[src/design/pito_defs.svh]
`ifndef PITO_DEFS_SVH
`define PITO_DEFS_SVH

// hart scheduling
`define PITO_NUM_HARTS 8
`define PITO_HART_W 3

// datapath and register file
`define PITO_XLEN 32
`define PITO_NUM_REGS 32

// word address widths of the two memories
`define PITO_IMEM_ADDR_W 10
`define PITO_DMEM_ADDR_W 10

// hart h starts executing at byte address h * stride
`define PITO_HART_CODE_STRIDE 256

`endif

[src/design/pito_pkg.sv]
`include "pito_defs.svh"

package pito_pkg;

    typedef logic [`PITO_XLEN-1:0] rv32_data_t;
    typedef logic [31:0] rv32_instr_t;
    typedef logic [`PITO_XLEN-1:0] rv32_pc_t;
    typedef logic [$clog2(`PITO_NUM_REGS)-1:0] rv32_reg_idx_t;
    typedef logic [`PITO_HART_W-1:0] hart_id_t;
    typedef logic [`PITO_IMEM_ADDR_W-1:0] imem_addr_t;
    typedef logic [`PITO_DMEM_ADDR_W-1:0] dmem_addr_t;

    // decoded instructions, anything unsupported becomes OP_NOP
    typedef enum logic [5:0] {
        OP_NOP,
        OP_ADD, OP_SUB, OP_AND, OP_OR, OP_XOR,
        OP_SLT, OP_SLTU, OP_SLL, OP_SRL, OP_SRA,
        OP_ADDI, OP_ANDI, OP_ORI, OP_XORI, OP_SLTI,
        OP_SLTIU, OP_SLLI, OP_SRLI, OP_SRAI,
        OP_LUI,
        OP_LW, OP_SW,
        OP_BEQ, OP_BNE, OP_BLT, OP_BGE, OP_BLTU, OP_BGEU,
        OP_JAL, OP_JALR
    } rv32_opcode_t;

    typedef enum logic [3:0] {
        ALU_ADD, ALU_SUB,
        ALU_AND, ALU_OR, ALU_XOR,
        ALU_SLT, ALU_SLTU,
        ALU_SLL, ALU_SRL, ALU_SRA
    } alu_op_t;

endpackage

[src/design/pito_fetch.sv]
`include "pito_defs.svh"

module pito_fetch (
    input  logic               clk,
    input  logic               rst_n,
    output pito_pkg::hart_id_t fetch_hart,
    output pito_pkg::rv32_pc_t fetch_pc,
    input  logic               pc_wen,
    input  pito_pkg::hart_id_t pc_hart,
    input  pito_pkg::rv32_pc_t pc_next
);
    import pito_pkg::*;

    // one program counter per hart
    rv32_pc_t pc_bank [`PITO_NUM_HARTS];

    always_ff @(posedge clk) begin
        if (!rst_n) begin
            fetch_hart <= '0;
            // every hart begins in its own code region
            for (int h = 0; h < `PITO_NUM_HARTS; h++) begin
                pc_bank[h] <= rv32_pc_t'(h * `PITO_HART_CODE_STRIDE);
            end
        end else begin
            // strict round robin, one hart per cycle
            fetch_hart <= fetch_hart + 1'b1;
            if (pc_wen) begin
                pc_bank[pc_hart] <= pc_next;
            end
        end
    end

    assign fetch_pc = pc_bank[fetch_hart];

endmodule

[config.mk]
export PLATFORM = sky130hd
export DESIGN_NAME = pito_fetch
export DESIGN_NICKNAME = d
export VERILOG_FILES = /design/src/design/pito_pkg.sv /design/src/design/pito_fetch.sv
export VERILOG_INCLUDE_DIRS = /design/src /design/src/design
export SDC_FILE = /design/constraint.sdc
export NUM_CORES = 1
export LEC_CHECK = 0
export BUFFER_PORTS_ARGS = -buffer_cell sky130_fd_sc_hd__buf_4
export CAP_MARGIN = 40
export CORE_AREA = 2 2 155 157
export CTS_CLUSTER_DIAMETER = 50
export DETAILED_ROUTE_END_ITERATION = 6
export DIE_AREA = 0 0 157 159
export PLACE_DENSITY_LB_ADDON = 0.12
export SYNTH_ARGS = -nofsm -noshare
export SYNTH_HDL_FRONTEND = slang
export SYNTH_SLANG_ARGS = --single-unit
[constraint.sdc]
create_clock -name clk -period 4.3 [get_ports clk]
set_input_delay 0.43 -clock clk [delete_from_list [all_inputs] [get_ports clk]]
set_output_delay 0.43 -clock clk [all_outputs]
set_load 0.02 [all_outputs]
Yosys cells after proc, flatten, opt, wreduce, memory -nomap -nowiden
Memory sizes are Yosys's and may differ from the RTL's. A register that Yosys moved wholly into a read port is not among the register bits.
Index checks and enable logic that the tools add are counted.
- flip-flop bits (word level): 3
- RAM bits: 256
- bits of input ports: 38
- output and inout bits: 35
- logic and storage cells: 12
- memories kept: 1
- memories (name ; words ; bits a word ; rd ports ; clocked after memory_dff ; write ports ; line ; source):
    pc_bank ; 8 ; 32 ; 1 ; 1 ; 8 ; pito_fetch.sv:15 ; rv32_pc_t pc_bank [`PITO_NUM_HARTS];
- add/sub/neg operators: 1
- mux-type cells: 8
- reduce and logical (&&, ||, !) cells: 1
- operator list (cell ; number):
    $mux W32 ; 1
    $reduce_or A32 Y1 ; 1
    $mux W3 ; 2
    $mux W1 ; 5
    $add A3 B1 Y3 const B ; 1

Longest topological paths before layout
Gate-level depths: netlist of run 1.
- depth in word-level cells: 5
- gate-level depth with buffers: 4
- gate-level depth less buffers: 3

Worst setup path before layout of run 1
Ideal clock, no wire load.
- path kind: input to register
- from: input port pc_hart[0]
- to: memory pc_bank[0][0] (netlist name), enable pin
- setup time: 466 ps
- arrival time: 3220 ps
- required time: 3834 ps
- setup slack: 615 ps
- stages: 3
- path buffers: 1
- cell sequence: or2_2 > clkbuf_1 > o21ai_0
- RTL lines (element ; line ; source):
    start: declaration ; pito_fetch.sv:9 ; input pito_pkg::hart_id_t pc_hart,
    end: declaration ; pito_fetch.sv:15 ;

==> results_dict.tcl, run 1 <==
set metrics [dict create \
    drv_slew 0 \
    finalCritPeriodShare 0.743 \
    nNetsFinal 828 \
    die_width_um 157 \
    post_synth_fa_ha_maj_area_fraction 0.00110 \
    place_area_mm2 0.0124 \
    drv.max_cap_violation_count 0 \
    floorplan.die_area_mm2 0.0250 \
    critPathKind "reg -> out" \
    ioPinCount 73 \
    total_leakage_power_uw 0.00420 \
    fin_skew_ps 2.28 \
    synth_edf_count 256 \
    clockBufferDepth 3 \
    dominant_cell_by_count_in_the_synthesized_netlist "sky130_fd_sc_hd__edfxtp_1" \
    post_route_cells_drive_above_1_share 0.310 \
    synth_compound_gate_area_share 0.00350 \
    cts_max_level 1 \
    grt_start_max_net_pins 53 \
    cts_hold_buffers 0 \
    worstPathArrival_ps 2760 \
    yosys.area.top_type_share 0.673 \
    max_freq_mhz 313 \
    syn_avg_cell_area_um2 15.5 \
    synth.largest_area_cell "sky130_fd_sc_hd__edfxtp_1" \
    synth_xor_area_frac 0.000767 \
    initial_antenna_violation_count 0 \
    layout.cells.non_filler 1132 \
    hold_violations 0 \
    rows 56 \
    largest_family_of_logic_cells_by_synthesized_area "multiplexers" \
    vias 6751 \
    initial_standard_cell_utilization_of_the_core 0.493 \
    synth.net_count 776 \
    netlist_area_mm2 0.0114 \
    post_drt_via_cell_ratio 5.96 \
    synth_cell_types 22 \
    rsz0062_at_grt "no" \
    numClockSinks 259 \
    global_route_wire_length_before_repair_mm 40.4 \
    grt_overflow 0 \
    synth.area.mux_share 0.158 \
    postSynth.asyncResetShare 0 \
    gp_congestion 0.742 \
    crit_fanout 35 \
    hpwl_mm 15.2 \
    area_of_the_core_region_mm2 0.0232 \
    critical_path_required_ps 3870 \
    post-route-cell-area_mm2 0.0135 \
    gr-usage-all-layers 0.213 \
    dominantRegCellSynth "sky130_fd_sc_hd__edfxtp_1" \
    synth.top_cells.by_area "sky130_fd_sc_hd__edfxtp_1 (67%), sky130_fd_sc_hd__mux4_2 (12%), sky130_fd_sc_hd__nor3_1 (11%)" \
    fin_ws_ps 1110 \
    setup.worst_path.end_class "output pin" \
    setup-violations-final 0 \
    totalWireLength_mm 26.0 \
    setup-tns-final_ps 0 \
    yosys-top-cells-count "sky130_fd_sc_hd__edfxtp_1 (256), sky130_fd_sc_hd__nor3_1 (244), sky130_fd_sc_hd__clkbuf_1 (62), sky130_fd_sc_hd__mux4_2 (62), sky130_fd_sc_hd__mux2_2 (32)" \
    run_status "finished, final reports clean" \
    yosysSeqAreaShare 0.678 \
    placed_cells 1076 \
    placement.setup.worst_slack_ps 1460 \
    clock_tree_from_tritoncts "built" \
    clockRootBuffer "sky130_fd_sc_hd__clkbuf_16" \
    cellPowerDensity_mw_per_mm2 474 \
    post_detailed_route_wirelength_per_cell_um 23.0 \
    tightest_slew_ps 856 \
    clkLatencyLatePin_ps 540 \
    detailedRoute.firstIterationViolations 406 \
    antenna_left 0 \
    area_delta_synth_final_pct 18.0 \
    total_power_uw 6380 \
    remaining_drc_errors 0 \
    min-delay-path-class "in -> reg" \
    drt-pass1-iter-count 4 \
    yosysWarnings 0 \
    post_cts_resized 0 \
    io_buffer_count 72 \
    min_period_ps 3190 \
    setup.worst_path.start_class "register" \
    max-vdd-ir-drop_uv 331 \
    postSynthCellCount 737 \
    post_synth_and_or_nand_nor_area_fraction 0.118 \
    post_cts_buffers 0 \
    floorplan.die.height_um 159 \
    antenna_cells_inserted 0 \
    cts.reportedPaths.clkPinSlew_ps 60 \
    first_global_vias 7078 \
    slew_headroom 0.427 \
    cts_made_buffers 30 \
    postSynthRegisterBits 259 \
]
[sequential cells by signal, summed over array words and instances, names as in the netlist]
signal / flops
pc_bank: 256
fetch_hart: 3
[cells in the final DEF, fill, tap and decap left out, types with 2 or more instances in the layout]
cell and count:
sky130_fd_sc_hd__buf_16 3, sky130_fd_sc_hd__clkinv_2 3, sky130_fd_sc_hd__clkbuf_16 31, sky130_fd_sc_hd__o21ai_4 8
sky130_fd_sc_hd__clkinvlp_4 2, sky130_fd_sc_hd__inv_1 3, sky130_fd_sc_hd__mux4_1 2, sky130_fd_sc_hd__clkinv_4 3
sky130_fd_sc_hd__buf_4 89, sky130_fd_sc_hd__clkinv_1 36, sky130_fd_sc_hd__edfxtp_1 256, sky130_fd_sc_hd__bufinv_16 6
sky130_fd_sc_hd__or3_1 12, sky130_fd_sc_hd__dfxtp_2 2, sky130_fd_sc_hd__inv_6 2, sky130_fd_sc_hd__mux2_2 32
sky130_fd_sc_hd__clkbuf_1 2, sky130_fd_sc_hd__nor3_1 244, sky130_fd_sc_hd__nand2b_2 2, sky130_fd_sc_hd__buf_12 3
sky130_fd_sc_hd__and2_1 2, sky130_fd_sc_hd__mux4_2 62
[per-layer routing]
metal,GRT usage,wire length [um],vias up
li1,-,-,3025
met1,0.283,10800,3499
met2,0.365,13500,189
met3,0.0310,1220,38
met4,0.0630,540,0
met5,0,0,-
[final cells by class]
type | instances | area [um^2]
clock buffer | 33 | 783
clock inverter | 23 | 280
fill | 1815 | 9710
inverter | 32 | 120
multi-input combinational | 371 | 3330
sequential | 259 | 7750
tap | 319 | 399
timing repair buffer | 95 | 811
[power by group]
part,switching [uW],internal [uW],total [uW]
Combinational,382,301,683
Clock,1030,1670,2700
Sequential,67.9,2930,3000
Total,1480,4910,6380
[path summary, 6_finish.rpt]
| path | start | endpoint | slack [ps] | cells after the start |
|---|---|---|---|---|
| setup / recovery | fetch_hart[0] | fetch_pc[12] | 1110 | 4 |
| hold / removal | pc_next[9] | pc_bank[3][9] | 180 | 2 |
| setup reg to reg | fetch_hart[0] | fetch_hart[2] | 2550 | 4 |
| hold reg to reg | fetch_hart[0] | fetch_hart[0] | 770 | 1 |
[metrics by stage]
stage,util,hold slack (ps)
6_report,0.581,180
5_1_grt,0.581,171
4_1_cts,0.581,162
3_5_place_dp,0.535,730
3_3_place_gp,0.531,728
2_1_floorplan,-,558
[worst max-delay path, cell delays in order (launching register included)]
cell and delay [ps]:
sky130_fd_sc_hd__dfxtp_4 810, sky130_fd_sc_hd__buf_12 380, sky130_fd_sc_hd__mux4_2 570, sky130_fd_sc_hd__mux2_2 280, sky130_fd_sc_hd__buf_4 150
[cells by family (layout without fill, tap and decap cells)]
kind of cell / count (synthesis) / after routing
compound gates: 8 / 8
flops: 259 / 259
simple gates: 265 / 265
mux: 96 / 96
fa+ha+maj: 1 / 1
xor+xnor: 1 / 1
buf+inv: 107 / 183
(Power assumes the default switching activity.)
==> run 2, diff against run 1 <==
==> constraint.sdc (replaced) <==
create_clock -name clk -period 3.1 [get_ports clk]
set_input_delay 0.31 -clock clk [delete_from_list [all_inputs] [get_ports clk]]
set_output_delay 0.31 -clock clk [all_outputs]
set_load 0.02 [all_outputs]
==> results_dict.tcl, run 2 (same netlist as run 1, synthesis figures left out) <==
set metrics [dict create \
    total_power_uw 8360 \
    place_area_mm2 0.0125 \
    finalCritPeriodShare 0.893 \
    post_cts_buffers 0 \
    reg.largest.list "pc_bank x256, fetch_hart x3" \
    final_cell_mix "sky130_fd_sc_hd__edfxtp_1 (256), sky130_fd_sc_hd__nor3_1 (244), sky130_fd_sc_hd__buf_4 (98), sky130_fd_sc_hd__mux4_2 (62)" \
    floorplan.die.height_um 159 \
    reg2regPathDepth 4 \
    totalWireLength_mm 26.2 \
    post_cts_resized 0 \
    total_leakage_power_uw 0.00418 \
    worstSetupStartpoint "fetch_hart[0]" \
    detailedRoute.firstIterationViolations 372 \
    cts_made_buffers 29 \
    die_width_um 157 \
    slew_headroom 0.429 \
    cts.reportedPaths.clkPinSlew_ps 60 \
    run_status "finished, final reports clean" \
    fin_hold_ws_ps 71.8 \
    utilization 0.577 \
    timing.reg2reg.setup_slack_ps 1560 \
    rsz0062_at_grt "no" \
    grt_overflow 0 \
    cpMaxStageDelayCell "sky130_fd_sc_hd__dfxtp_4" \
    cts_hold_buffers 0 \
    crit_fanout 27 \
    global_route_wire_length_before_repair_mm 40.8 \
    multi_input_area_mm2 0.00333 \
    numClockSinks 259 \
    placement.setup.worst_slack_ps 835 \
    initial_standard_cell_utilization_of_the_core 0.493 \
    clkLatencyLatePin_ps 530 \
    number_of_filler_instances_in_the_final_layout 1835 \
    clockBufferDepth 3 \
    rows 56 \
    setup.worst_path.end_class "output pin" \
    area_delta_synth_final_pct 17.2 \
    r2r-end "fetch_hart[2]" \
    first_global_vias 7145 \
    largest_reg_flops 256 \
    antenna_left 0 \
    initial_antenna_violation_count 0 \
    gr-usage-all-layers 0.215 \
    worst_setup_path_endpoint "fetch_pc[11]" \
    fin_skew_ps 6.40 \
    grt_start_max_net_pins 95 \
    drt-pass1-iter-count 5 \
    critical_path_required_ps 2790 \
    area.sequential_mm2 0.00775 \
    drv.max_cap_violation_count 0 \
    floorplan.die_area_mm2 0.0250 \
    post_drt_via_cell_ratio 5.94 \
    post_route_cells_drive_above_1_share 0.318 \
    nNetsFinal 837 \
    min-delay-path-class "in -> reg" \
    remaining_drc_errors 0 \
    clockRootBuffer "sky130_fd_sc_hd__clkbuf_16" \
    ioPinCount 73 \
    drv_slew 0 \
    post_detailed_route_wirelength_per_cell_um 23.1 \
    io_buffer_count 72 \
    cellPowerDensity_mw_per_mm2 625 \
    timing.critical_path.cells "buf_12 > mux4_2 > mux2_2 > buf_4" \
    tightest_slew_ps 857 \
    worst_flop_to_flop_path_startpoint "fetch_hart[1]" \
    max_freq_mhz 361 \
    crit_path_max_incr_delay_ps 600 \
    hold_violations 0 \
    register_containing_the_most_flip_flops_in_the_final_layout "pc_bank" \
    post-route-cell-area_mm2 0.0134 \
    max-vdd-ir-drop_uv 408 \
    clock_tree_from_tritoncts "built" \
    gp_congestion 0.729 \
    critPathKind "reg -> out" \
    area_of_the_core_region_mm2 0.0232 \
    most_common_cell_after_layout_fill_and_taps_aside "sky130_fd_sc_hd__edfxtp_1" \
    min_period_ps 2770 \
    antenna_cells_inserted 0 \
    vias 6751 \
    hpwl_mm 15.2 \
    fin_ws_ps 331 \
    setup-violations-final 0 \
    worstPathArrival_ps 2460 \
    cts_max_level 1 \
    setup.worst_path.start_class "register" \
]
[run 2: how the worst min path moves through the flow]
| stage | start | end | slack [ps] | depth (start not counted) |
|---|---|---|---|---|
| floorplan | rst_n | fetch_hart[0] | 440 | 1 |
| global placement | pc_next[8] | pc_bank[7][8] | 610 | 2 |
| detailed placement | pc_next[8] | pc_bank[1][8] | 620 | 2 |
| CTS | pc_next[8] | pc_bank[1][8] | 50 | 2 |
| global route | pc_next[8] | pc_bank[1][8] | 60 | 2 |
| finish | pc_next[8] | pc_bank[1][8] | 70 | 2 |
[run 2: power by group]
| group | total [uW] | switching [uW] | internal (uW) | leakage, uW |
|---|---|---|---|---|
| registers | 4150 | 84.4 | 4070 | 0.00248 |
| clock network | 3240 | 1360 | 1880 | 0.000439 |
| logic | 969 | 545 | 424 | 0.00125 |
| total | 8360 | 1990 | 6370 | 0.00418 |
[run 2: per-layer routing]
| layer | up-vias | wire length, um | track usage |
|---|---|---|---|
| met5 | - | 0 | 0 |
| met4 | 0 | 637 | 0.0651 |
| met3 | 43 | 1460 | 0.0346 |
| met2 | 201 | 13200 | 0.359 |
| met1 | 3473 | 10900 | 0.291 |
| li1 | 3034 | - | - |
[run 2: final cells by class]
class / count / share of cell area
well taps: 319 / 0.0298
flip-flops and latches: 259 / 0.579
inverters: 32 / 0.00897
clock inverters: 19 / 0.0122
multi-input cells: 371 / 0.249
clock buffers: 32 / 0.0550
repair buffers: 105 / 0.0660
[run 2: metrics by stage]
step           instances  TNS [ps]
6_report            1137         0
5_1_grt             1137         0
4_1_cts             1137         0
3_5_place_dp        1086         0
3_3_place_gp        1085         0
2_1_floorplan        737    -29790
[run 2: worst max-delay path: cells and delay by family (launching register included)]
family	cells	cell delay (ps)
muxes	2	850
DFF	1	600
buffers and inverters	2	460
==> run 3, diff against run 2 <==
--- a/config.mk
+++ b/config.mk
@@ -13,6 +13,7 @@
 export DETAILED_ROUTE_END_ITERATION = 6
 export DIE_AREA = 0 0 157 159
 export PLACE_DENSITY_LB_ADDON = 0.12
+export RECOVER_POWER = 50
 export SYNTH_ARGS = -nofsm -noshare
 export SYNTH_HDL_FRONTEND = slang
 export SYNTH_SLANG_ARGS = --single-unit
==> results_dict.tcl, run 3 (same netlist as run 1, synthesis figures left out) <==
set metrics [dict create \
    post_detailed_route_wirelength_per_cell_um 23.0 \
    drv_slew 108 \
    min-delay-path-class "in -> reg" \
    power_frac_seq 0.498 \
    nNetsFinal 837 \
    rsz0062_at_grt "no" \
    setup.worst_path.start_class "register" \
    worstPathArrival_ps 2470 \
    slew_headroom -0.425 \
    clock_tree_from_tritoncts "built" \
    post_cts_resized 0 \
    min_period_ps 2780 \
    cpMaxStageDelayCell "sky130_fd_sc_hd__dfxtp_4" \
    violations_in_the_final_reports "capacitance limit, slew limit" \
    initial_standard_cell_utilization_of_the_core 0.493 \
    timing.critical_path.cells "buf_12 > mux4_2 > mux2_2 > buf_4" \
    post_route_cells_drive_above_1_share 0.300 \
    setup.worst_path.end_class "output pin" \
    critPathKind "reg -> out" \
    die_width_um 157 \
    area_of_the_core_region_mm2 0.0232 \
    floorplan.die.height_um 159 \
    hpwl_mm 15.2 \
    most_common_cell_after_layout_fill_and_taps_aside "sky130_fd_sc_hd__edfxtp_1" \
    max_freq_mhz 360 \
    power.switching_uw 1980 \
    post_cts_buffers 0 \
    layout.cells.non_filler 1137 \
    totalWireLength_mm 26.2 \
    grt_start_max_net_pins 95 \
    detailedRoute.firstIterationViolations 440 \
    hold_violations 0 \
    register_containing_the_most_flip_flops_in_the_final_layout "pc_bank" \
    post_drt_via_cell_ratio 5.94 \
    antenna_cells_inserted 0 \
    clockBufferDepth 3 \
    swShare 0.238 \
    final_cell_mix "sky130_fd_sc_hd__edfxtp_1 (256), sky130_fd_sc_hd__nor3_1 (244), sky130_fd_sc_hd__buf_4 (89), sky130_fd_sc_hd__mux4_2 (62)" \
    utilization 0.569 \
    cts_hold_buffers 0 \
    finalCritPeriodShare 0.896 \
    first_global_vias 7145 \
    reg.largest.list "pc_bank x256, fetch_hart x3" \
    clkLatencyLatePin_ps 530 \
    power.combinational.fraction 0.113 \
    internal_power_uw 6350 \
    gr-usage-all-layers 0.215 \
    placement.setup.worst_slack_ps 835 \
    cts_made_buffers 29 \
    cellPowerDensity_mw_per_mm2 631 \
    drt-pass1-iter-count 4 \
    largest_reg_flops 256 \
    crit_path_max_incr_delay_ps 600 \
    crit_fanout 27 \
    run_status "complete, but fails checks" \
    clockPowerShare 0.389 \
    area_delta_synth_final_pct 15.6 \
    numClockSinks 259 \
    fin_ws_ps 323 \
    number_of_filler_instances_in_the_final_layout 1859 \
    ioPinCount 73 \
    critical_path_required_ps 2790 \
    global_route_wire_length_before_repair_mm 40.8 \
    gp_congestion 0.729 \
    tightest_slew_ps 2140 \
    cts_max_level 1 \
    placed_cells 1086 \
    drv.max_cap_violation_count 2 \
    initial_antenna_violation_count 0 \
    multi_input_area_mm2 0.00325 \
    area.sequential_mm2 0.00775 \
    floorplan.die_area_mm2 0.0250 \
    cts.reportedPaths.clkPinSlew_ps 60 \
    max-vdd-ir-drop_uv 406 \
    rows 56 \
    antenna_left 0 \
    clockRootBuffer "sky130_fd_sc_hd__clkbuf_16" \
    grt_overflow 0 \
    io_buffer_count 72 \
    vias 6753 \
    setup-tns-final_ps 0 \
    fin_skew_ps 4.00 \
    setup-violations-final 0 \
    remaining_drc_errors 0 \
    total_leakage_power_uw 0.00411 \
]
## run 3: final cells by class
cell class,instances,area share
sequential,259,0.587
multi-input combinational,371,0.246
timing repair buffer,105,0.0594
clock buffer,32,0.0558
tap,319,0.0302
clock inverter,19,0.0124
inverter,32,0.00910
## run 3: worst max-delay path: cells and delay by family (launching register included)
kind	cells	cell delay, ps
flip-flops	1	600
buffers and inverters	2	460
multiplexers	2	850
## run 3: final timing paths
path	startpoint	slack [ps]	depth (start not counted)	end
max	fetch_hart[0]	320	4	fetch_pc[11]
min	pc_next[8]	70	2	pc_bank[1][8]
max reg2reg	fetch_hart[1]	1540	4	fetch_hart[2]
min reg2reg	fetch_hart[0]	890	2	fetch_hart[0]
## run 3: per-stage QoR
step / power [uW] / hold WS (ps) / cell area [um^2]
2_1_floorplan: 4810 / 438 / 11400
3_3_place_gp: 5180 / 614 / 12500
3_5_place_dp: 5200 / 617 / 12500
6_report: 8340 / 68.9 / 13200
5_1_grt: 8600 / 60.0 / 13200
4_1_cts: 8440 / 49.7 / 13400
## run 3: power by group through the flow
| stage | Combinational (uW) | Sequential (uW) | Clock [uW] |
|---|---|---|---|
| 2_1_floorplan | 624 | 4180 | 0 |
| 5_1_grt | 1000 | 4170 | 3430 |
| 3_3_place_gp | 963 | 4210 | 0 |
| 4_1_cts | 981 | 4160 | 3300 |
| 3_5_place_dp | 977 | 4230 | 0 |
| 6_report | 942 | 4150 | 3240 |
## run 3: per-layer routing
layer  global-route usage  up-vias  routed length, um
met4               0.0651        0                636
met3               0.0346       43               1320
met2                0.359      193              13200
met1                0.291     3489              11000
met5                    0        -                  0
li1                     -     3028                  -
